===== config.mk =====
export PLATFORM = sky130hd
export DESIGN_NAME = timer_core
export DESIGN_NICKNAME = d
export VERILOG_FILES = /design/src/sys_pkg.sv /design/src/timer_core.sv
export SDC_FILE = /design/constraint.sdc
export NUM_CORES = 1
export LEC_CHECK = 0
export BUFFER_PORTS_ARGS = -buffer_cell sky130_fd_sc_hd__clkbuf_2
export CAP_MARGIN = 20
export CORE_MARGIN = 3
export CORE_UTILIZATION = 45
export DETAILED_ROUTE_END_ITERATION = 8
export GPL_TIMING_DRIVEN = 0
export PLACE_DENSITY_LB_ADDON = 0.2
export SLEW_MARGIN = 20
export SYNTH_ARGS = -nofsm -noshare
export SYNTH_HDL_FRONTEND = slang
export SYNTH_SLANG_ARGS = --single-unit

===== constraint.sdc =====
create_clock -name clk_i -period 4.8 [get_ports clk_i]
set_input_delay 0.24 -clock clk_i [delete_from_list [all_inputs] [get_ports clk_i]]
set_output_delay 0.24 -clock clk_i [all_outputs]
set_load 0.1 [all_outputs]

===== src/sys_pkg.sv =====
`default_nettype none

package sys_pkg;

  // Bus widths
  localparam int DATA_W = 32;
  localparam int ADDR_W = 32;

  // Device indices on the decoder
  localparam int NR_DEVICES  = 3;
  localparam int DEV_RAM     = 0;
  localparam int DEV_SIMCTRL = 1;
  localparam int DEV_TIMER   = 2;

  // Device map, a device matches when (addr & MASK) == BASE
  localparam logic [ADDR_W-1:0] RAM_BASE     = 32'h0010_0000;
  localparam logic [ADDR_W-1:0] RAM_MASK     = ~32'h0000_0fff;
  localparam logic [ADDR_W-1:0] SIMCTRL_BASE = 32'h0002_0000;
  localparam logic [ADDR_W-1:0] SIMCTRL_MASK = ~32'h0000_03ff;
  localparam logic [ADDR_W-1:0] TIMER_BASE   = 32'h0003_0000;
  localparam logic [ADDR_W-1:0] TIMER_MASK   = ~32'h0000_03ff;

  // 4 KB of 32-bit words
  localparam int RAM_WORDS = 1024;

  // Timer register offsets
  localparam logic [ADDR_W-1:0] TIMER_MTIME_LO    = 32'h0;
  localparam logic [ADDR_W-1:0] TIMER_MTIME_HI    = 32'h4;
  localparam logic [ADDR_W-1:0] TIMER_MTIMECMP_LO = 32'h8;
  localparam logic [ADDR_W-1:0] TIMER_MTIMECMP_HI = 32'hc;

  // Simulation control register offsets
  localparam logic [ADDR_W-1:0] SIMCTRL_CHAR = 32'h0;
  localparam logic [ADDR_W-1:0] SIMCTRL_HALT = 32'h8;

endpackage

`default_nettype wire


===== src/timer_core.sv =====
`timescale 1ns/1ps
`default_nettype none

module timer_core (
  input  logic                       clk_i,
  input  logic                       reset_i,
  input  logic                       load_lo_i,
  input  logic                       load_hi_i,
  input  logic [sys_pkg::DATA_W-1:0] load_data_i,
  input  logic [63:0]                mtimecmp_i,
  output logic [63:0]                mtime_o,
  output logic                       irq_o
);

  logic [63:0] mtime_q;
  logic        irq_q;

  // Free-running counter, a load replaces one half instead of counting
  always_ff @(posedge clk_i) begin
    if (reset_i) begin
      mtime_q <= '0;
    end else if (load_lo_i) begin
      mtime_q <= {mtime_q[63:32], load_data_i};
    end else if (load_hi_i) begin
      mtime_q <= {load_data_i, mtime_q[31:0]};
    end else begin
      mtime_q <= mtime_q + 64'd1;
    end
  end

  // Unsigned compare, registered
  always_ff @(posedge clk_i) begin
    if (reset_i) begin
      irq_q <= 1'b0;
    end else begin
      irq_q <= (mtime_q >= mtimecmp_i);
    end
  end

  assign mtime_o = mtime_q;
  assign irq_o   = irq_q;

endmodule

`default_nettype wire


; ---- After elaboration in Yosys (flattened, before gate mapping)
; Cells that the tools add are included.
; W data, S select, Z words.
[classes]
addsub = 1
n_lt_le_gt_ge = 1
n_eq_ne = 1
mux = 2
[op_table]
columns = op, n
row1 = $add A64 B1 Y64 const B, 1
row2 = $ge A64 B64 Y1, 1
row3 = $mux W64, 1
row4 = $mux W32, 1
row5 = $ne A2 B2 Y1 const B, 1
[totals]
ff_bits = 65
in_bits = 100

; ---- Depth between registers and ports, before layout
; Gate-level depths: netlist of run 1.
[depth]
depth_word = 3
mapped_depth = 8

; ---- Worst setup path before layout of run 1
; No wires, ideal clock.
[synth_timing]
path_kind = register -> register
startpoint = register mtime_q[29] (netlist: mtime_o[29])
endpoint = register mtime_q[53] (netlist: mtime_o[53])
arrival_time_ps = 2837
required_ps = 4674
path_slack_ps = 1838
stages_incl_launch_ff = 7
path_buffers = 0
synth_period_minus_slack_ps = 2962
cell_sequence = dfxtp_1 -> nand4_2 -> nor4_4 -> nand2_2 -> or4_1 -> o32ai_1 -> a21oi_1
[synth_between]
elab_chain_cells = 2
[synth_rtl]
columns = element, line
row1 = from (decl), timer_core.sv:15  ; logic [63:0] mtime_q;
row2 = from (signal assigned), timer_core.sv:23  ; mtime_q <= {mtime_q[63:32], load_data_i};
row3 = from (signal assigned), timer_core.sv:25  ; mtime_q <= {load_data_i, mtime_q[31:0]};
row4 = from (signal assigned), timer_core.sv:27  ; mtime_q <= mtime_q + 64'd1;
row5 = $add A64 B1 Y64, timer_core.sv:27
row6 = $mux W64, timer_core.sv:24  ; end else if (load_hi_i) begin
; No other way between the ends. The select of a mux whose other input is x is not followed.
; A chain may end at the register's enable or synchronous reset.

; ---- Worst setup path in the final report of run 1
[layout_timing]
startpoint = register mtime_q[0] (netlist: mtime_o[0])
endpoint = register irq_q (netlist: irq_o)
[layout_between]
elab_chain_cells = 1
[layout_rtl]
columns = element, line
row1 = $ge A64 B64 Y1, timer_core.sv:36  ; irq_q <= (mtime_q >= mtimecmp_i);
row2 = to (signal assigned), timer_core.sv:36
row3 = to (decl), timer_core.sv:16  ; logic irq_q;
; No other way between the ends.

==> reports/metrics.cfg, run 1 <==
[sta]
layout_setup_ws_ps=1942
hold_viol=0
skew_ps=6.088
worstMarginPinSlew_ps=801.7
slew_violations=0
rsz0062_at_grt=no
slew_headroom_pct=46.06
fin_crit_ps=2858
clock.fmax_mhz=350.0
setup_viol=0
period_share_pct=59.53
tns_ps=0

[cts]
cts_resized=0
cts_tree=done
numCtsBuffers=9
cts_setup_buffers=0
clk_path_buf_depth=2
ctsHtreeMaxLevel=3
clk_latency_ps=340
cts_num_sinks=65
clockRootBuffer=clkbuf_16
clk_pin_slew_ps=60
ctsHoldBuffers=0

[global_routing]
gr-usage-met3_pct=6.007
grt.busiest_layer=met2
grt_remaining_overflow=0
track_usage_pct=28.23
met1_usage_pct=37.84
grt_start_max_net_pins=13
grtUsageMet2_pct=44.13
antenna_found_initial=0
grt_pass1_wl_um=32000
grt_pass1_vias=6229

[routing]
viasPerCell=5.809
wl_per_cell_um=17.69
drc=0
vias=6506
antenna_left=0
routed_wl_um=19810
firstDrtPassIters=5
drt_iter0_markers=701

[die]
initial_core_util_pct=46.42
die_h_um=117.8
dieWidth_um=117.8
coreArea_sq_um=12110
rows=40
io_pins=165
die_area_sq_um=13870

[synthesis]
ys.flop_type=dfxtp_1
synth_cell_types=61
syn-instance-count=772
synth_area_leader_cell=dfxtp_1
synth-seq-area-share_pct=23.15
syn_nets=937
yosys_register_bits=65
avgSynthCellArea_sq_um=7.282
ys_warn_count=0
synthArstFlopShare_pct=0
synth.top_cell.area_share_pct=23.15
synth_area_leaders=dfxtp_1 23%, ha_1 14%, a21oi_1 5.6%
synth-edff-count=0
syn_area_sq_um=5622

[place]
port_buffers=164
place_inst=1104
hpwl_um=15540
gp_congestion=0.9661
post-place-ws_ps=2009

[setup_path]
worstPathArrival_ps=3030
crit_path_start_kind=flip-flop
slowest_stage=o311ai_0
cp_data_required_time_ps=4970
critPathMaxStageDelay_ps=490
worst-path-max-fanout=6
worst-path-buf-inv=1
worstSetupPathType=flip-flop to flip-flop
worstPathCellList=inv_1 > ha_1 > nand2b_1 > a2111o_1 > a311oi_1 > a21oi_1 > o311ai_0 > o21ai_0
crit_family=compound AO/OA/AOI/OAI gates
end_kind=flip-flop

[power_and_ir_drop]
sw_frac_of_total_pct=39.81
p_int_mw=1.208
pwr-share-comb_pct=31.0
p_switching_mw=0.7988
leakage_nw=3.264
max-vdd-ir-drop_mv=0.1517
p_total_mw=2.007
clkPwrFrac_pct=36.7
sequentialPowerShare_pct=32.3
p_per_area_nw_per_um2=287.4

[finish]
drive_above_1_share_pct=20.69
multi_input_area_sq_um=3897
num-nets-final=1112
area_growth_pct=24.22
n_antenna_cell=0
layout_common_cells=164 x clkbuf_2, 81 x nand2_1, 77 x inv_1
fin_util_pct=57.66
fillCellCount=1208
instances_no_fill=1120
seqCellArea_sq_um=1301
layout_commonest_cell=clkbuf_2

[outcome]
status=complete, no violations

[flow_run]
cap_violations=0

[worst_hold_path]
min-delay-path-class=input pin to flip-flop

-- power by group through the flow --
stage | sequential, mW | clock [mW] | combinational [mW]
4_1_cts | 0.646 | 0.732 | 0.619
5_1_grt | 0.655 | 0.757 | 0.669
3_3_place_gp | 0.657 | 0 | 0.612
3_5_place_dp | 0.658 | 0 | 0.616
2_1_floorplan | 0.899 | 0 | 0.207
6_report | 0.648 | 0.737 | 0.622
-- logic make-up after synthesis --
logic type               after synthesis  share of synthesized area [%]
buffers and inverters                112                          7.523
flip-flops                            65                          23.15
AO/OA/AOI/OAI                        164                          18.32
XOR/XNOR                              30                          4.674
AND/OR/NAND/NOR                      331                          30.98
multiplexers                           5                         0.8903
adder cells (fa/ha/maj)               65                          14.47
-- synthesized netlist by cell type, types with 5 or more instances --
cell type and number:
nand4_1 33, nor4_1 15, a31oi_1 6, dfxtp_1 65
or2_2 5, ha_1 65, nor3_1 38, and3_1 13
xor2_1 8, o22ai_1 5, nor2_1 63, mux2i_1 5
o21ai_0 29, a211oi_1 14, a21oi_1 63, and4_1 14
a22oi_1 7, xnor2_1 22, nand2_1 81, buf_1 6
o211ai_1 6, nand3_1 36, inv_1 77, clkbuf_1 27
-- per-layer routing --
metal / vias to the layer above / share of wire [%]
li1: 3165 / -
met1: 2899 / 42
met2: 379 / 44
met3: 63 / 11
met4: 0 / 3.7
met5: - / 0
-- area by class of cell --
| class | count | area share, % |
|---|---|---|
| tap | 168 | 3.010 |
| clock inverter | 6 | 1.308 |
| inverter | 77 | 4.139 |
| timing repair buffer | 164 | 11.75 |
| multi-input combinational | 595 | 55.81 |
| buffer | 35 | 1.917 |
| clock buffer | 10 | 3.422 |
| sequential | 65 | 18.63 |
-- sequential cells by signal, summed over array words and instances, names as in the netlist --
| signal | count |
|---|---|
| mtime_o | 64 |
| irq_o | 1 |
-- worst reg2reg max path: cells and delay by family (launching register included) --
kind	cells	cell delay, ps
DFF	1	470
AOI/OAI and AO/OA	5	1740
adders and majority gates	1	270
buffers and inverters	1	80
and+or+nand+nor	1	140
-- metrics by stage --
step,cell area [sq um],hold slack (ps)
6_report,6983,166.6
5_1_grt,6983,179.2
4_1_cts,6983,162.2
3_5_place_dp,6653,510.6
3_3_place_gp,6653,508.0
2_1_floorplan,5622,382.7
-- worst paths after layout --
| path | startpoint | end | slack (ps) | depth (start not counted) |
|---|---|---|---|---|
| setup reg to reg | mtime_o[0]$_SDFFE_PP0P_ | irq_o$_SDFF_PP0_ | 1940 | 8 |
| hold reg to reg | mtime_o[35]$_SDFFE_PP0N_ | mtime_o[35]$_SDFFE_PP0N_ | 570 | 2 |
| hold / removal | load_data_i[27] | mtime_o[27]$_SDFFE_PP0P_ | 170 | 3 |
| setup / recovery | mtime_o[0]$_SDFFE_PP0P_ | irq_o$_SDFF_PP0_ | 1940 | 8 |
No activity file was read; power rests on OpenSTA's default activity.
==> run 2: changes to the inputs <==
Clock period 4.8 ns to 2.68 ns, I/O delays scaled along.
==> reports/metrics.cfg, run 2 (synthesized netlist as in run 1, its figures left out) <==
[place]
gp_congestion=0.9473  ; -1.9%
port_buffers=164  ; unchanged
place_inst=1104  ; unchanged
hpwl_um=15530  ; about the same

[sta]
slew_headroom_pct=45.65  ; -0.41 points
rsz0062_at_grt=no
clock.fmax_mhz=382.9  ; +9.4%
worstMarginPinSlew_ps=807.8  ; +6.077 ps
slew_violations=0  ; unchanged
holdWs_ps=38.71  ; -127.9 ps
skew_ps=7.503  ; +1.415 ps
period_share_pct=97.45  ; +38 points
tns_ps=0  ; unchanged
fin_crit_ps=2612  ; -245.8 ps
setup_viol=0  ; unchanged
hold_viol=0  ; unchanged

[outcome]
status=complete, no violations

[finish]
drive_above_1_share_pct=23.84  ; +3.2 points
n_antenna_cell=0  ; unchanged
fin_util_pct=57.73  ; +0.072 points
instances_no_fill=1120  ; unchanged
layout_common_cells=164 x clkbuf_2, 81 x nand2_1, 77 x inv_1
num-nets-final=1112  ; unchanged
largest_register_ffs=64  ; unchanged
layout_commonest_cell=clkbuf_2
area_growth_pct=24.37

[power_and_ir_drop]
max-vdd-ir-drop_mv=0.2501  ; +65%
p_total_mw=3.496  ; +74%
p_per_area_nw_per_um2=500.1  ; +74%
leakage_nw=3.257  ; -0.21%

[global_routing]
antenna_found_initial=0  ; unchanged
grt_remaining_overflow=0  ; unchanged
grt_pass1_vias=6065  ; -2.6%
track_usage_pct=28.36  ; +0.13 points
grt_pass1_wl_um=32120  ; +0.39%
grt_start_max_net_pins=13  ; unchanged

[setup_path]
rrSetupSlack_ps=70  ; -1870 ps
worst-path-max-fanout=6  ; unchanged
worstSetupPathType=flip-flop to flip-flop
worstPathArrival_ps=2780  ; -250 ps
r2r_cells=8  ; unchanged
crit_path_start_kind=flip-flop
end_kind=flip-flop
cp_data_required_time_ps=2850  ; -2120 ps

[routing]
vias=6574  ; +1.0%
firstDrtPassIters=6  ; +1
drt_iter0_markers=820  ; +17%
antenna_left=0  ; unchanged
drc=0  ; unchanged
viasPerCell=5.870  ; +1.0%
routed_wl_um=19980  ; +0.85%
wl_per_cell_um=17.84  ; +0.85%

[cts]
clk_pin_slew_ps=60  ; about the same
clockRootBuffer=clkbuf_16
cts_tree=done
clk_latency_ps=350  ; about the same
cts_num_sinks=65  ; unchanged
cts_setup_buffers=0  ; unchanged
clk_path_buf_depth=2  ; unchanged
ctsHtreeMaxLevel=3  ; unchanged
numCtsBuffers=9  ; unchanged

[worst_hold_path]
min-delay-path-class=input pin to flip-flop
whs_path_depth=3  ; unchanged

[die]
die_h_um=117.8  ; unchanged
dieWidth_um=117.8  ; unchanged
rows=40  ; unchanged
initial_core_util_pct=46.42  ; unchanged
die_area_sq_um=13870  ; unchanged
coreArea_sq_um=12110  ; unchanged
io_pins=165  ; unchanged

[flow_run]
cap_violations=0  ; unchanged

-- run 2: cell types whose count changed in the layout (fill, tap and decap cells not counted), sizes merged --
cell / before / now
inv: 77 / 78
clkinvlp: 0 / 1
clkbuf: 201 / 200
bufinv: 2 / 1
-- run 2: worst paths after layout --
path	from	endpoint
min	load_data_i[0]	mtime_o[0]$_SDFFE_PP0P_
max	mtime_o[0]$_SDFFE_PP0P_	irq_o$_SDFF_PP0_
max reg2reg	mtime_o[0]$_SDFFE_PP0P_	irq_o$_SDFF_PP0_
min reg2reg	mtime_o[35]$_SDFFE_PP0N_	mtime_o[35]$_SDFFE_PP0N_
-- run 2: worst max-delay path, cell delays in order, from the launching register on --
cell,delay [ps]
dfxtp_2,420
inv_1,70
ha_1,260
nand2b_1,140
a2111o_1,410
a311oi_1,360
a21oi_1,210
o311ai_2,350
o21ai_0,210
-- run 2: metal layers --
layer / wire length (um) / track usage (%)
met2: 8748 / 44.16
met1: 8306 / 38.16
met3: 2249 / 6.920
met4: 661 / 10.26
met5: 11 / 0
-- run 2: power by group --
| group | internal (mW) | switching (mW) | leakage (nW) | total (mW) |
|---|---|---|---|---|
| clock network | 0.720 | 0.493 | 0.146 | 1.21 |
| logic | 0.288 | 0.829 | 2.57 | 1.12 |
| registers | 1.04 | 0.127 | 0.546 | 1.17 |
-- run 2: final cells by class --
class,instances,area [sq um]
clock buffers,9,225.2
flip-flops and latches,65,1338
multi-input cells,595,3905
plain buffers,35,133.9
repair buffers,164,820.8
clock inverters,7,70.07
fillers,1193,5120
inverters,77,289.0
well taps,168,210.2
-- run 2: through the flow --
| stage | setup WS (ps) | instance area (sq um) |
|---|---|---|
| after floorplan | -51.44 | 5658 |
| after global placement | -31.97 | 6689 |
| after detailed placement | -67.23 | 6689 |
| after CTS | 61.38 | 6984 |
| after global routing | 6.152 | 6992 |
| final | 68.26 | 6992 |
-- run 2: what timing repair did --
action / CTS / global route
gates resized for setup: 1 / 1
endpoints found under the setup margin: 1 / 1
hold buffers: 0 / 0
==> run 3: changes to the inputs <==
Settings changed: RECOVER_POWER from default to 25.
Clock period 2.68 ns to 3.2 ns, I/O delays scaled along.
==> reports/metrics.cfg, run 3 (synthesized netlist as in run 1, its figures left out) <==
[sta]
clock.fmax_mhz=345.8  ; -9.7%
layout_setup_ws_ps=308.5  ; +240.2 ps
tns_ps=0  ; unchanged
period_share_pct=90.36  ; -7.1 points
fin_crit_ps=2892  ; +279.8 ps
worstMarginPinSlew_ps=1171  ; +363.3 ps
hold_viol=0  ; unchanged
slew_headroom_pct=22.26  ; -23 points
skew_ps=6.142  ; -1.361 ps
slew_violations=0  ; unchanged
setup_viol=0  ; unchanged
rsz0062_at_grt=no

[routing]
wl_met3_um=2137  ; -5.0%
firstDrtPassIters=6  ; unchanged
wl_per_cell_um=17.69  ; -0.85%
antenna_left=0  ; unchanged
drc=0  ; unchanged
vias=6495  ; -1.2%
wl_met2_um=8662  ; -0.98%
m1WireLength_um=8363  ; +0.69%
viasPerCell=5.799  ; -1.2%
routed_wl_um=19810  ; -0.85%
routed.top_layer=met4
drt_iter0_markers=753  ; -8.2%

[place]
gp_congestion=0.9661  ; +2.0%
hpwl_um=15540  ; about the same
post-place-ws_ps=409.0  ; +476.2 ps
port_buffers=164  ; unchanged

[setup_path]
rrSetupSlack_ps=310  ; +240 ps
worstSetupPathType=flip-flop to flip-flop
critPathMaxStageDelay_ps=500  ; +80 ps
r2r_cells=8  ; unchanged
cp.depth=8  ; unchanged
endpoint=irq_o$_SDFF_PP0_
worstPathCellList=inv_1 > ha_1 > nand2b_1 > a2111o_1 > a311oi_1 > a21oi_1 > o311ai_0 > o21ai_0
r2r_end=irq_o$_SDFF_PP0_
worst-path-buf-inv=1  ; unchanged
crit_family=compound AO/OA/AOI/OAI gates
cp_data_required_time_ps=3370  ; +520 ps
worst-path-max-fanout=6  ; unchanged
r2r_start=mtime_o[0]$_SDFFE_PP0P_
slowest_stage=o311ai_0
worstPathArrival_ps=3060  ; +280 ps
end_kind=flip-flop
crit_path_start_kind=flip-flop
startpoint=mtime_o[0]$_SDFFE_PP0P_

[finish]
area_growth_pct=23.50
drive_above_1_share_pct=17.33  ; -6.5 points
layout_commonest_cell=clkbuf_2
largest_register_ffs=64  ; unchanged
n_antenna_cell=0  ; unchanged
layout_common_cells=132 x clkbuf_2, 81 x nand2_1, 77 x inv_1
num-nets-final=1112  ; unchanged
fin_util_pct=57.32  ; -0.40 points

[die]
io_pins=165  ; unchanged
coreArea_sq_um=12110  ; unchanged
die_h_um=117.8  ; unchanged
dieWidth_um=117.8  ; unchanged
rows=40  ; unchanged
initial_core_util_pct=46.42  ; unchanged
die_area_sq_um=13870  ; unchanged

[outcome]
status=complete, no violations

[cts]
cts_resized=0  ; -1
clk_path_buf_depth=2  ; unchanged
clockRootBuffer=clkbuf_16
clk_pin_slew_ps=60  ; about the same
cts_setup_buffers=0  ; unchanged
numCtsBuffers=9  ; unchanged
ctsHoldBuffers=0  ; unchanged
cts_num_sinks=65  ; unchanged
clk_latency_ps=340  ; about the same
cts_tree=done
ctsHtreeMaxLevel=3  ; unchanged

[global_routing]
antenna_found_initial=0  ; unchanged
grt_remaining_overflow=0  ; unchanged
grt_pass1_vias=6229  ; +2.7%
grt_pass1_wl_um=32000  ; -0.39%
grt_start_max_net_pins=13  ; unchanged
track_usage_pct=28.23  ; -0.13 points

[worst_hold_path]
min-delay-path-class=input pin to flip-flop

[power_and_ir_drop]
max-vdd-ir-drop_mv=0.2288  ; -8.5%
p_per_area_nw_per_um2=432.6  ; -14%
leakage_nw=3.158  ; -3.0%

[flow_run]
cap_violations=0  ; unchanged

-- run 3: changes by cell type in the layout (fill, tap and decap cells not counted) --
cell,change
o311ai_0,+1
clkinv_4,+2
clkinvlp_4,-1
bufinv_16,+1
clkbuf_8,+1
o311ai_2,-1
dfxtp_1,+29
clkinv_2,-2
inv_6,-1
clkbuf_2,-32
dfxtp_2,-29
clkbuf_1,+32
-- run 3: metrics by stage --
| stage | power [mW] | instance area (sq um) | hold slack (ps) | instances |
|---|---|---|---|---|
| 2_1_floorplan | 1.660 | 5622 | 302.7 | 772 |
| 3_5_place_dp | 1.910 | 6653 | 430.6 | 1104 |
| 3_3_place_gp | 1.904 | 6653 | 428.0 | 1104 |
| 5_1_grt | 3.115 | 6943 | 99.21 | 1120 |
| 6_report | 3.003 | 6943 | 84.94 | 1120 |
| 4_1_cts | 2.994 | 6983 | 82.21 | 1120 |
-- run 3: area by class of cell --
class	instances	area, sq um
multi-input combinational	595	3897
clock inverter	6	91.34
sequential	65	1301
clock buffer	10	239.0
buffer	35	133.9
tap	168	210.2
timing repair buffer	164	780.7
inverter	77	289.0
fill	1224	5169
-- run 3: how the worst min path moves through the flow --
| stage | start | end | slack (ps) | cells past startpoint |
|---|---|---|---|---|
| after detailed placement | load_data_i[27] | mtime_o[27]$_SDFFE_PP0P_ | 430 | 3 |
| after floorplan | load_data_i[3] | mtime_o[3]$_SDFFE_PP0P_ | 300 | 2 |
| after global routing | load_data_i[0] | mtime_o[0]$_SDFFE_PP0P_ | 100 | 3 |
| final | load_data_i[27] | mtime_o[27]$_SDFFE_PP0P_ | 80 | 3 |
| after global placement | load_data_i[0] | mtime_o[0]$_SDFFE_PP0P_ | 430 | 3 |
| after CTS | load_data_i[27] | mtime_o[27]$_SDFFE_PP0P_ | 80 | 3 |
-- run 3: where the power goes --
group          internal [mW]  switching [mW]  total [mW]
Sequential             0.865           0.107       0.972
Clock                  0.706           0.399        1.10
Combinational          0.234           0.693       0.927
-- run 3: tightest hold or removal path: stages --
cell and delay, ps:
clkbuf_2 90, nand2_1 60, a21oi_1 60
-- run 3: routing by layer --
metal / up-vias / track usage (%)
met4: 0 / 11.65
met2: 386 / 44.13
met5: - / 0
li1: 3166 / -
met1: 2884 / 37.84
met3: 59 / 6.007
