`src/sys_pkg.sv`:
```
`default_nettype none

package sys_pkg;

  // Bus widths
  localparam int DATA_W = 32;
  localparam int ADDR_W = 32;

  // Device indices on the decoder
  localparam int NR_DEVICES  = 3;
  localparam int DEV_RAM     = 0;
  localparam int DEV_SIMCTRL = 1;
  localparam int DEV_TIMER   = 2;

  // Device map, a device matches when (addr & MASK) == BASE
  localparam logic [ADDR_W-1:0] RAM_BASE     = 32'h0010_0000;
  localparam logic [ADDR_W-1:0] RAM_MASK     = ~32'h0000_0fff;
  localparam logic [ADDR_W-1:0] SIMCTRL_BASE = 32'h0002_0000;
  localparam logic [ADDR_W-1:0] SIMCTRL_MASK = ~32'h0000_03ff;
  localparam logic [ADDR_W-1:0] TIMER_BASE   = 32'h0003_0000;
  localparam logic [ADDR_W-1:0] TIMER_MASK   = ~32'h0000_03ff;

  // 4 KB of 32-bit words
  localparam int RAM_WORDS = 1024;

  // Timer register offsets
  localparam logic [ADDR_W-1:0] TIMER_MTIME_LO    = 32'h0;
  localparam logic [ADDR_W-1:0] TIMER_MTIME_HI    = 32'h4;
  localparam logic [ADDR_W-1:0] TIMER_MTIMECMP_LO = 32'h8;
  localparam logic [ADDR_W-1:0] TIMER_MTIMECMP_HI = 32'hc;

  // Simulation control register offsets
  localparam logic [ADDR_W-1:0] SIMCTRL_CHAR = 32'h0;
  localparam logic [ADDR_W-1:0] SIMCTRL_HALT = 32'h8;

endpackage

`default_nettype wire

```
`src/dev_bus_if.sv`:
```
`timescale 1ns/1ps
`default_nettype none

interface dev_bus_if;

  // Request side, driven by the decoder
  logic                      req;
  logic                      we;
  logic [3:0]                be;
  logic [sys_pkg::ADDR_W-1:0] addr;
  logic [sys_pkg::DATA_W-1:0] wdata;

  // Response side, driven by the device one cycle after req
  logic                      rvalid;
  logic [sys_pkg::DATA_W-1:0] rdata;
  logic                      err;

  modport fabric (
    output req, we, be, addr, wdata,
    input  rvalid, rdata, err
  );

  modport device (
    input  req, we, be, addr, wdata,
    output rvalid, rdata, err
  );

endinterface

`default_nettype wire

```
`src/bus_decode.sv`:
```
`timescale 1ns/1ps
`default_nettype none

module bus_decode (
  input  logic                       clk_i,
  input  logic                       reset_i,

  input  logic                       host_req_i,
  input  logic [sys_pkg::ADDR_W-1:0] host_addr_i,
  input  logic                       host_we_i,
  input  logic [3:0]                 host_be_i,
  input  logic [sys_pkg::DATA_W-1:0] host_wdata_i,
  output logic                       host_gnt_o,
  output logic                       host_rvalid_o,
  output logic [sys_pkg::DATA_W-1:0] host_rdata_o,
  output logic                       host_err_o,

  dev_bus_if.fabric                  dev_ram_o,
  dev_bus_if.fabric                  dev_simctrl_o,
  dev_bus_if.fabric                  dev_timer_o
);

  logic [sys_pkg::NR_DEVICES-1:0] hit;
  logic [sys_pkg::NR_DEVICES-1:0] hit_q;
  logic                           miss_q;

  // No arbitration, a single host is always granted
  assign host_gnt_o = host_req_i;

  // Base and mask match per device
  assign hit[sys_pkg::DEV_RAM] =
    (host_addr_i & sys_pkg::RAM_MASK) == sys_pkg::RAM_BASE;
  assign hit[sys_pkg::DEV_SIMCTRL] =
    (host_addr_i & sys_pkg::SIMCTRL_MASK) == sys_pkg::SIMCTRL_BASE;
  assign hit[sys_pkg::DEV_TIMER] =
    (host_addr_i & sys_pkg::TIMER_MASK) == sys_pkg::TIMER_BASE;

  // Request fan-out, only the matching port sees req
  assign dev_ram_o.req       = host_req_i & hit[sys_pkg::DEV_RAM];
  assign dev_ram_o.we        = host_we_i;
  assign dev_ram_o.be        = host_be_i;
  assign dev_ram_o.addr      = host_addr_i;
  assign dev_ram_o.wdata     = host_wdata_i;

  assign dev_simctrl_o.req   = host_req_i & hit[sys_pkg::DEV_SIMCTRL];
  assign dev_simctrl_o.we    = host_we_i;
  assign dev_simctrl_o.be    = host_be_i;
  assign dev_simctrl_o.addr  = host_addr_i;
  assign dev_simctrl_o.wdata = host_wdata_i;

  assign dev_timer_o.req     = host_req_i & hit[sys_pkg::DEV_TIMER];
  assign dev_timer_o.we      = host_we_i;
  assign dev_timer_o.be      = host_be_i;
  assign dev_timer_o.addr    = host_addr_i;
  assign dev_timer_o.wdata   = host_wdata_i;

  // Remember the target for the response cycle, one-hot or miss
  always_ff @(posedge clk_i) begin
    if (reset_i) begin
      hit_q  <= '0;
      miss_q <= 1'b0;
    end else begin
      hit_q  <= host_req_i ? hit : '0;
      miss_q <= host_req_i & ~(|hit);
    end
  end

  // Response steering, an unmapped access answers by itself with err
  assign host_rvalid_o = miss_q
                       | (hit_q[sys_pkg::DEV_RAM]     & dev_ram_o.rvalid)
                       | (hit_q[sys_pkg::DEV_SIMCTRL] & dev_simctrl_o.rvalid)
                       | (hit_q[sys_pkg::DEV_TIMER]   & dev_timer_o.rvalid);

  assign host_rdata_o = ({sys_pkg::DATA_W{hit_q[sys_pkg::DEV_RAM]}}     & dev_ram_o.rdata)
                      | ({sys_pkg::DATA_W{hit_q[sys_pkg::DEV_SIMCTRL]}} & dev_simctrl_o.rdata)
                      | ({sys_pkg::DATA_W{hit_q[sys_pkg::DEV_TIMER]}}   & dev_timer_o.rdata);

  assign host_err_o = miss_q
                    | (hit_q[sys_pkg::DEV_RAM]     & dev_ram_o.err)
                    | (hit_q[sys_pkg::DEV_SIMCTRL] & dev_simctrl_o.err)
                    | (hit_q[sys_pkg::DEV_TIMER]   & dev_timer_o.err);

endmodule

`default_nettype wire

```
`src/flat_wrapper.sv`:
```
// flat-port wrapper written by rule: the top's interface ports become plain ports
module bus_decode_flat 
  (clk_i, reset_i, host_req_i, host_addr_i, host_we_i, host_be_i, host_wdata_i, host_gnt_o, host_rvalid_o, host_rdata_o, host_err_o, dev_ram_o_req, dev_ram_o_we, dev_ram_o_be, dev_ram_o_addr, dev_ram_o_wdata, dev_ram_o_rvalid, dev_ram_o_rdata, dev_ram_o_err, dev_simctrl_o_req, dev_simctrl_o_we, dev_simctrl_o_be, dev_simctrl_o_addr, dev_simctrl_o_wdata, dev_simctrl_o_rvalid, dev_simctrl_o_rdata, dev_simctrl_o_err, dev_timer_o_req, dev_timer_o_we, dev_timer_o_be, dev_timer_o_addr, dev_timer_o_wdata, dev_timer_o_rvalid, dev_timer_o_rdata, dev_timer_o_err);
  dev_bus_if dev_ram_o_i ();
  dev_bus_if dev_simctrl_o_i ();
  dev_bus_if dev_timer_o_i ();
  input  logic clk_i;
  input  logic reset_i;
  input  logic host_req_i;
  input  logic [sys_pkg::ADDR_W-1:0] host_addr_i;
  input  logic host_we_i;
  input  logic [3:0] host_be_i;
  input  logic [sys_pkg::DATA_W-1:0] host_wdata_i;
  output logic host_gnt_o;
  output logic host_rvalid_o;
  output logic [sys_pkg::DATA_W-1:0] host_rdata_o;
  output logic host_err_o;
  output wire logic [$bits(dev_ram_o_i.req)-1:0] dev_ram_o_req;
  output wire logic [$bits(dev_ram_o_i.we)-1:0] dev_ram_o_we;
  output wire logic [$bits(dev_ram_o_i.be)-1:0] dev_ram_o_be;
  output wire logic [$bits(dev_ram_o_i.addr)-1:0] dev_ram_o_addr;
  output wire logic [$bits(dev_ram_o_i.wdata)-1:0] dev_ram_o_wdata;
  input wire logic [$bits(dev_ram_o_i.rvalid)-1:0] dev_ram_o_rvalid;
  input wire logic [$bits(dev_ram_o_i.rdata)-1:0] dev_ram_o_rdata;
  input wire logic [$bits(dev_ram_o_i.err)-1:0] dev_ram_o_err;
  output wire logic [$bits(dev_simctrl_o_i.req)-1:0] dev_simctrl_o_req;
  output wire logic [$bits(dev_simctrl_o_i.we)-1:0] dev_simctrl_o_we;
  output wire logic [$bits(dev_simctrl_o_i.be)-1:0] dev_simctrl_o_be;
  output wire logic [$bits(dev_simctrl_o_i.addr)-1:0] dev_simctrl_o_addr;
  output wire logic [$bits(dev_simctrl_o_i.wdata)-1:0] dev_simctrl_o_wdata;
  input wire logic [$bits(dev_simctrl_o_i.rvalid)-1:0] dev_simctrl_o_rvalid;
  input wire logic [$bits(dev_simctrl_o_i.rdata)-1:0] dev_simctrl_o_rdata;
  input wire logic [$bits(dev_simctrl_o_i.err)-1:0] dev_simctrl_o_err;
  output wire logic [$bits(dev_timer_o_i.req)-1:0] dev_timer_o_req;
  output wire logic [$bits(dev_timer_o_i.we)-1:0] dev_timer_o_we;
  output wire logic [$bits(dev_timer_o_i.be)-1:0] dev_timer_o_be;
  output wire logic [$bits(dev_timer_o_i.addr)-1:0] dev_timer_o_addr;
  output wire logic [$bits(dev_timer_o_i.wdata)-1:0] dev_timer_o_wdata;
  input wire logic [$bits(dev_timer_o_i.rvalid)-1:0] dev_timer_o_rvalid;
  input wire logic [$bits(dev_timer_o_i.rdata)-1:0] dev_timer_o_rdata;
  input wire logic [$bits(dev_timer_o_i.err)-1:0] dev_timer_o_err;
  assign dev_ram_o_req = dev_ram_o_i.req;
  assign dev_ram_o_we = dev_ram_o_i.we;
  assign dev_ram_o_be = dev_ram_o_i.be;
  assign dev_ram_o_addr = dev_ram_o_i.addr;
  assign dev_ram_o_wdata = dev_ram_o_i.wdata;
  assign dev_ram_o_i.rvalid = dev_ram_o_rvalid;
  assign dev_ram_o_i.rdata = dev_ram_o_rdata;
  assign dev_ram_o_i.err = dev_ram_o_err;
  assign dev_simctrl_o_req = dev_simctrl_o_i.req;
  assign dev_simctrl_o_we = dev_simctrl_o_i.we;
  assign dev_simctrl_o_be = dev_simctrl_o_i.be;
  assign dev_simctrl_o_addr = dev_simctrl_o_i.addr;
  assign dev_simctrl_o_wdata = dev_simctrl_o_i.wdata;
  assign dev_simctrl_o_i.rvalid = dev_simctrl_o_rvalid;
  assign dev_simctrl_o_i.rdata = dev_simctrl_o_rdata;
  assign dev_simctrl_o_i.err = dev_simctrl_o_err;
  assign dev_timer_o_req = dev_timer_o_i.req;
  assign dev_timer_o_we = dev_timer_o_i.we;
  assign dev_timer_o_be = dev_timer_o_i.be;
  assign dev_timer_o_addr = dev_timer_o_i.addr;
  assign dev_timer_o_wdata = dev_timer_o_i.wdata;
  assign dev_timer_o_i.rvalid = dev_timer_o_rvalid;
  assign dev_timer_o_i.rdata = dev_timer_o_rdata;
  assign dev_timer_o_i.err = dev_timer_o_err;
  bus_decode u_core (.clk_i(clk_i), .reset_i(reset_i), .host_req_i(host_req_i), .host_addr_i(host_addr_i), .host_we_i(host_we_i), .host_be_i(host_be_i), .host_wdata_i(host_wdata_i), .host_gnt_o(host_gnt_o), .host_rvalid_o(host_rvalid_o), .host_rdata_o(host_rdata_o), .host_err_o(host_err_o), .dev_ram_o(dev_ram_o_i), .dev_simctrl_o(dev_simctrl_o_i), .dev_timer_o(dev_timer_o_i));
endmodule
```
`config.mk`:
```
export PLATFORM = sky130hd
export DESIGN_NAME = bus_decode_flat
export DESIGN_NICKNAME = d
export VERILOG_FILES = /design/src/sys_pkg.sv /design/src/dev_bus_if.sv /design/src/bus_decode.sv /design/src/flat_wrapper.sv
export SDC_FILE = /design/constraint.sdc
export NUM_CORES = 1
export LEC_CHECK = 0
export BUFFER_PORTS_ARGS = -buffer_cell sky130_fd_sc_hd__buf_2
export CORE_AREA = 2 2 162 164
export CTS_BUF_LIST = sky130_fd_sc_hd__clkbuf_16
export DETAILED_ROUTE_END_ITERATION = 8
export DIE_AREA = 0 0 164 166
export PLACE_DENSITY = 0.42
export SLEW_MARGIN = 20
export SYNTH_ARGS = -nofsm -noshare
export SYNTH_HDL_FRONTEND = slang
export SYNTH_SLANG_ARGS = --single-unit
```
`constraint.sdc`:
```
create_clock -name clk_i -period 2.05 [get_ports clk_i]
set_input_delay 0.1025 -clock clk_i [delete_from_list [all_inputs] [get_ports clk_i]]
set_output_delay 0.1025 -clock clk_i [all_outputs]
set_load 0.01 [all_outputs]
```
Yosys cells after proc, flatten, opt, wreduce, memory -nomap -nowiden --
Cells that the tools add are included. Widths: inputs -> output; s select.
Word-level totals: flip-flop bits (word level) 4, input bits 174, output and inout bits 245, logic and storage cells 30
Operators by class: equality and inequality tests 3, bitwise operators 23, reduce and logical (&&, ||, !) cells 2
Operators with widths (number):
- $and 32x32->32 | 3
- $or 32x32->32 | 2
- $eq 22x8->1 const B | 2
- $eq 20x9->1 const B | 1
- $and 1x1->1 | 10
- $or 1x1->1 | 6
- $reduce_or 3->1 | 1
- $not 1->1 | 2
- $reduce_or 2->1 | 1

Logic depth before layout (Yosys ltp) --
Gate-level depths: netlist of the first run.
depth after elaboration 4, depth in mapped cells 4, mapped depth without buffers 3

Worst setup path after synthesis of the first run --
Ideal clock, no wire load.
path type register -> output, from register u_core.hit_q[0] (netlist name), to output port host_rdata_o[23] (netlist name), arrival time 1.031 ns, required time 1.947 ns, setup slack 0.916 ns, stages on the path, launching flop included 5, buffers on the path 2, cell sequence dfxtp_1 -> clkbuf_1 -> clkbuf_1 -> a222oi_1 -> inv_1
Between the ends: cells in the longest elaborated chain, start to end 3
RTL lines:
- start: declaration | RTL line bus_decode.sv:24 | logic [sys_pkg::NR_DEVICES-1:0] hit_q;
- start signal: assignment | RTL line bus_decode.sv:63 | hit_q <= host_req_i ? hit : '0;
- $and 32x32->32 | RTL line bus_decode.sv:74 | assign host_rdata_o = ({sys_pkg::DATA_W{hit_q[sys_pkg::DEV_RAM]}} & dev_ram_o.rdata)
- $or 32x32->32 | RTL line bus_decode.sv:75 | | ({sys_pkg::DATA_W{hit_q[sys_pkg::DEV_SIMCTRL]}} & dev_simctrl_o.rdata)
- $or 32x32->32 | RTL line bus_decode.sv:76 | | ({sys_pkg::DATA_W{hit_q[sys_pkg::DEV_TIMER]}} & dev_timer_o.rdata);
- end: declaration | RTL line flat_wrapper.sv:16 | output logic [sys_pkg::DATA_W-1:0] host_rdata_o;
Every way passes these cells.

Worst setup path after layout of the first run --
from register u_core.hit_q[1] (netlist name), to output port host_rvalid_o
Between the ends: cells in the longest elaborated chain, start to end 3
RTL lines:
- $and 1x1->1 | RTL line bus_decode.sv:71 | | (hit_q[sys_pkg::DEV_SIMCTRL] & dev_simctrl_o.rvalid)
- $or 1x1->1 | RTL line bus_decode.sv:71
- $or 1x1->1 | RTL line bus_decode.sv:72 | | (hit_q[sys_pkg::DEV_TIMER] & dev_timer_o.rvalid);
- end: declaration | RTL line flat_wrapper.sv:15 | output logic host_rvalid_o;
Every way passes these cells.

==> flow_summary.ini, run 1 <==
[global_routing]
grt_pass1_vias = 1945
grt_max_degree = 25
busiest_layer = met2
overflow = 0
grt_first_pass_wirelength_um = 12600
gr-usage-met2 = 0.0974
antenna_found_initial = 4
grtUsageMet3 = 0.0282
grt_usage = 0.0635
grt_use_met1 = 0.0656

[yosys]
synth_top_cell_by_area = buf_4
synth_nets = 491
synth_top_area_share = 0.672
synth.distinct_cells = 17
ys_ff_latch = 4
ys_warn_count = 0
synthTopCellsByArea = buf_4 (67%), a222oi_1 (14%), inv_1 (5.5%)
synthCells = 317
ys_seq_area_frac = 0.0344
netlist_area_um2 = 2320
avgSynthCellArea_um2 = 7.33

[drt]
drt-wirelength-per-cell_um = 14.0
ant_nets = 0
via_count = 2068
first_pass_iters = 8
vias_per_cell = 3.09
drtIter0Drc = 207
drcViolationCount = 0
routed_wirelength_um = 9350

[clocking]
cts_setup_buffers = 0
cts_tree = built
clkSlewWorstSetupHoldPaths_ps = 30
clock-sinks = 4
cts_buffer_depth = 2
cts_resized = 0
ctsHtreeMaxLevel = 1
cts_root_buf = clkbuf_16
numCtsBuffers = 3
ctsHoldBuffers = 0

[placed_design]
portBuffers = 230
place_area_um2 = 2310
place_hpwl_um = 7870
routabilityCongestion = 0.705

[setup_path]
cp_max_fo = 24
critPathLaunchType = flip-flop
critPathKind = reg2out
worstPathArrival_ps = 1630
cp-end-kind = output pin
worstPathRequired_ps = 1950

[hold_path]
hp-class = in2reg
hold_path_end = u_core.hit_q[0]$_SDFF_PP0_
hp-start = reset_i
hold_depth = 2

[layout]
syn2layout_area_growth_pct = 2.91
fin_nets = 509
drive_above_1_share = 0.730
nFillCells = 3002
postLayoutCellArea_um2 = 2390

[floorplanning]
die_area_um2 = 27200
start_util = 0.0908
die_w_um = 164
dieHeight_um = 166
core_area_um2 = 25600
ios = 419
num_rows = 59

[power_and_ir_drop]
clkPwrFrac = 0.462
power.density_nw_per_um2 = 272
power_frac_comb = 0.413
p_seq_frac = 0.124
peakVddDrop_mv = 0.287
netSwitchingFraction = 0.283
p_switching_uw = 184
intPower_uw = 466
p_leak_uw = 0.00147

[timing]
worstMarginPinSlew_ps = 702
rsz0062_at_grt = false
max_slew_margin = 0.532
hold_viol_final = 0
period_needed_ps = 1730
slew_violations = 0
setup_violations = 0
fmax_mhz = 577
setup_tns_ps = 0
fin_crit_sh = 0.845

[run_status]
status = finished, final reports clean

[run]
max-cap-violations = 0
## layer usage
layer	up-vias	part of all wire	wire length [um]
li1	897	-	-
met1	899	0.34	3180
met2	196	0.42	3940
met3	70	0.15	1440
met4	6	0.080	745
met5	-	0.0040	37
## state kept, by name (all words and copies together) (netlist names)
register	cells
u_core.hit_q	3
u_core.miss_q	1
## power groups by stage
stage	combinational [uW]	clock (uW)	sequential, uW
floorplan	433	0	80.9
global placement	270	0	82.2
CTS	271	305	81.3
finish	268	300	80.9
global route	290	308	81.3
detailed placement	270	0	82.3
## worst max-delay path, cell delays in order, from the launching register on
cell and delay [ps]:
dfxtp_2 770, buf_4 330, a22oi_1 110, nand2_1 70, buf_2 130
## cells in the mapped netlist
cell type	number
buf_4	208
inv_1	34
a222oi_1	32
clkbuf_1	12
dfxtp_1	4
nor2_1	4
nor3_1	4
a21oi_1	3
nand2_1	3
nor4_1	3
a22oi_1	2
nand4_1	2
nor4_4	2
nand3_1	1
nand3_2	1
nor4b_2	1
o311a_1	1
## per-stage QoR
stage	util	worst slack (ps)	power (uW)	hold slack [ps]	instances
2_1_floorplan	-	916	513	180	317
3_3_place_gp	0.0904	432	352	205	665
3_5_place_dp	0.0904	489	352	205	665
4_1_cts	0.0933	287	658	90.1	668
5_1_grt	0.0933	235	679	118	668
6_report	0.0934	317	650	93.5	669
## layout by cell type, fill, tap and decap left out
| master | synthesis | layout |
|---|---|---|
| buf_4 | 208 | 3 |
| o311a_1 | 1 | 1 |
| buf_2 | 0 | 230 |
| nor3_1 | 4 | 4 |
| dfxtp_2 | 0 | 3 |
| clkbuf_16 | 0 | 3 |
| a22oi_1 | 2 | 2 |
| nor4b_2 | 1 | 1 |
| diode_2 | 0 | 1 |
| nand2_1 | 3 | 3 |
| nor2_1 | 4 | 4 |
| nand3_2 | 1 | 1 |
| nand3_1 | 1 | 1 |
| inv_1 | 34 | 34 |
| a21oi_1 | 3 | 3 |
| dfxtp_1 | 4 | 1 |
| nand4_1 | 2 | 2 |
| nor4_4 | 2 | 2 |
| nor4_1 | 3 | 3 |
| a222oi_1 | 32 | 32 |
## worst max-delay path by stage
stage | startpoint | slack, ps | cells after the start | to
4_1_cts | u_core.hit_q[2]$_SDFF_PP0_ | 290 | 4 | host_rdata_o[30]
6_report | u_core.hit_q[1]$_SDFF_PP0_ | 320 | 4 | host_rvalid_o
3_3_place_gp | host_addr_i[24] | 430 | 5 | dev_simctrl_o_req
5_1_grt | u_core.hit_q[2]$_SDFF_PP0_ | 230 | 4 | host_rdata_o[30]
3_5_place_dp | host_addr_i[24] | 490 | 5 | dev_simctrl_o_req
2_1_floorplan | u_core.hit_q[0]$_SDFF_PP0_ | 920 | 4 | host_rdata_o[23]
## area by class of cell
type / count / area (um^2) / share of cell area
antenna: 1 / 2.50 / 0.00105
clock buffer: 3 / 75.1 / 0.0314
inverter: 34 / 128 / 0.0533
multi-input combinational: 59 / 510 / 0.213
sequential: 4 / 83.8 / 0.0350
tap: 335 / 419 / 0.175
timing repair buffer: 233 / 1170 / 0.491
## cell families (layout without fill, tap and decap cells)
family,Yosys count,after routing,synth area share
AOI/OAI and AO/OA,38,38,0.155
buffers and inverters,254,270,0.746
and+or+nand+nor,21,21,0.0646
other,0,1,0
DFF,4,4,0.0344
Power figures use the tool's default switching activity.
==> inputs of run 2 (changes only) <==
- CORE_AREA: 2 2 162 164 -> 2 2 163 165
- DIE_AREA: 0 0 164 166 -> 0 0 165 167
- PLACE_DENSITY: 0.42 -> 0.43
- clock period: 2.05 -> 1.5 ns (I/O delays scaled with it)
==> run 2 against run 1 <==
  * Cell count is 0.90% higher
  * Sequential share of layout area grew 0.13 points
  * Final area up 4.9%
  * Die area is 1.2% higher
  * Core utilization rose by 0.40 points
  * First-iteration DRC count is 24% lower
  * Sequential power up 30%
==> flow_summary.ini, run 2 (synthesis gave the netlist of run 1 again) <==
[setup_path]
critPathKind = reg2out
critPathLaunchType = flip-flop
worstPathArrival_ps = 1340
cp_max_fo = 13
critPathLaunch = u_core.hit_q[0]$_SDFF_PP0_
worstPathRequired_ps = 1420
cp-end-kind = output pin

[hold_path]
hold_depth = 2
hp-start = reset_i
hold_path_end = u_core.hit_q[2]$_SDFF_PP0_
hp-class = in2reg

[timing]
max_slew_margin = 0.665
setup_violations = 0
worstMarginPinSlew_ps = 502
period_needed_ps = 1410
rsz0062_at_grt = true
fin_crit_sh = 0.943
fmax_mhz = 707
slew_violations = 0
worst_slack_ps = 85.1
setup_tns_ps = 0
hold_viol_final = 0

[drt]
drcViolationCount = 0
routed_wirelength_um = 9490
drt-wirelength-per-cell_um = 14.1
first_pass_iters = 6
drtIter0Drc = 157
ant_nets = 0
via_count = 2082
vias_per_cell = 3.08

[run_status]
status = finished, final reports clean

[power_and_ir_drop]
power_uw = 892
p_leak_uw = 0.00153
peakVddDrop_mv = 0.421
power.density_nw_per_um2 = 355

[clocking]
clkSlewWorstSetupHoldPaths_ps = 30
ctsHtreeMaxLevel = 1
cts_buffer_depth = 2
cts_tree = built
cts_root_buf = clkbuf_16
clock-sinks = 4
numCtsBuffers = 3

[floorplanning]
die_area_um2 = 27600
ios = 419
start_util = 0.0902
dieHeight_um = 167
die_w_um = 165
num_rows = 59
core_area_um2 = 25800

[layout]
largest_reg_flops = 3
regMostFlops = u_core.hit_q
drive_above_1_share = 0.735
syn2layout_area_growth_pct = 7.97
num_antenna_cells = 0
reg_top3 = u_core.hit_q: 3 flops, u_core.miss_q: 1 flops
layout_commonest_cell = buf_2
layout_common_cells = buf_2 (230), inv_1 (34), a222oi_1 (32)
fin_nets = 516

[placed_design]
dp_slack_ps = 78.4
portBuffers = 230
place_hpwl_um = 7210
routabilityCongestion = 0.741

[global_routing]
antenna_found_initial = 1
grt_max_degree = 35
grt_usage = 0.0573
grt_pass1_vias = 1842
grt_first_pass_wirelength_um = 11500
overflow = 0

[run]
max-cap-violations = 0
==> run 2: changes by cell type in the layout (fill, tap and decap cells not counted), sizes merged <==
cell,before,now
clkbuf,3,5
buf,233,238
diode,1,0
==> run 2: worst max-delay path by stage <==
stage / endpoint / slack (ps) / depth (start not counted)
after CTS: host_rdata_o[9] / 7 / 4
after global placement: host_rdata_o[12] / 70 / 3
after global routing: host_rdata_o[22] / -20 / 4
after detailed placement: host_rdata_o[9] / 80 / 3
final: host_rdata_o[22] / 90 / 4
after floorplan: host_rdata_o[23] / 390 / 4
==> run 2: cell type report <==
| cell class | count | area, um^2 |
|---|---|---|
| repair buffers | 240 | 1290 |
| fillers | 3026 | 23300 |
| clock buffers | 3 | 75.1 |
| inverters | 34 | 128 |
| well taps | 335 | 419 |
| multi-input cells | 59 | 510 |
| flip-flops and latches | 4 | 91.3 |
==> run 2: through the flow <==
| step | instances | area (um^2) | hold WS (ps) | utilization |
|---|---|---|---|---|
| 4_1_cts | 671 | 2440 | 61.2 | 0.0947 |
| 6_report | 675 | 2510 | 65.9 | 0.0974 |
| 5_1_grt | 675 | 2510 | 67.8 | 0.0974 |
| 3_3_place_gp | 668 | 2360 | 150 | 0.0917 |
| 2_1_floorplan | 317 | 2320 | 153 | - |
| 3_5_place_dp | 668 | 2360 | 150 | 0.0917 |
==> run 2: timing repair <==
item	CTS	global route
setup buffers	0	2
cloned	0	2
resized for setup	1	2
setup endpoints to repair	34	21
hold buffers	0	0
pin swaps	0	1
==> run 2: power breakdown <==
group | internal [uW] | switching (uW)
Clock | 340 | 72.5
Sequential | 103 | 1.80
Combinational | 191 | 183
Total | 635 | 257
==> run 2: worst max-delay path, cell delays in order (launching register included) <==
cell and delay [ps]:
dfxtp_4 360, buf_12 160, a222oi_1 370, inv_1 70
buf_2 140
==> run 2: per-layer routing <==
metal	wire length, um	vias up	GRT usage	part of all wire
met2	4090	217	0.0880	0.43
li1	-	908	-	-
met4	687	2	0.0476	0.072
met1	3330	888	0.0616	0.35
met5	13	-	0	0.0014
met3	1360	67	0.0222	0.14
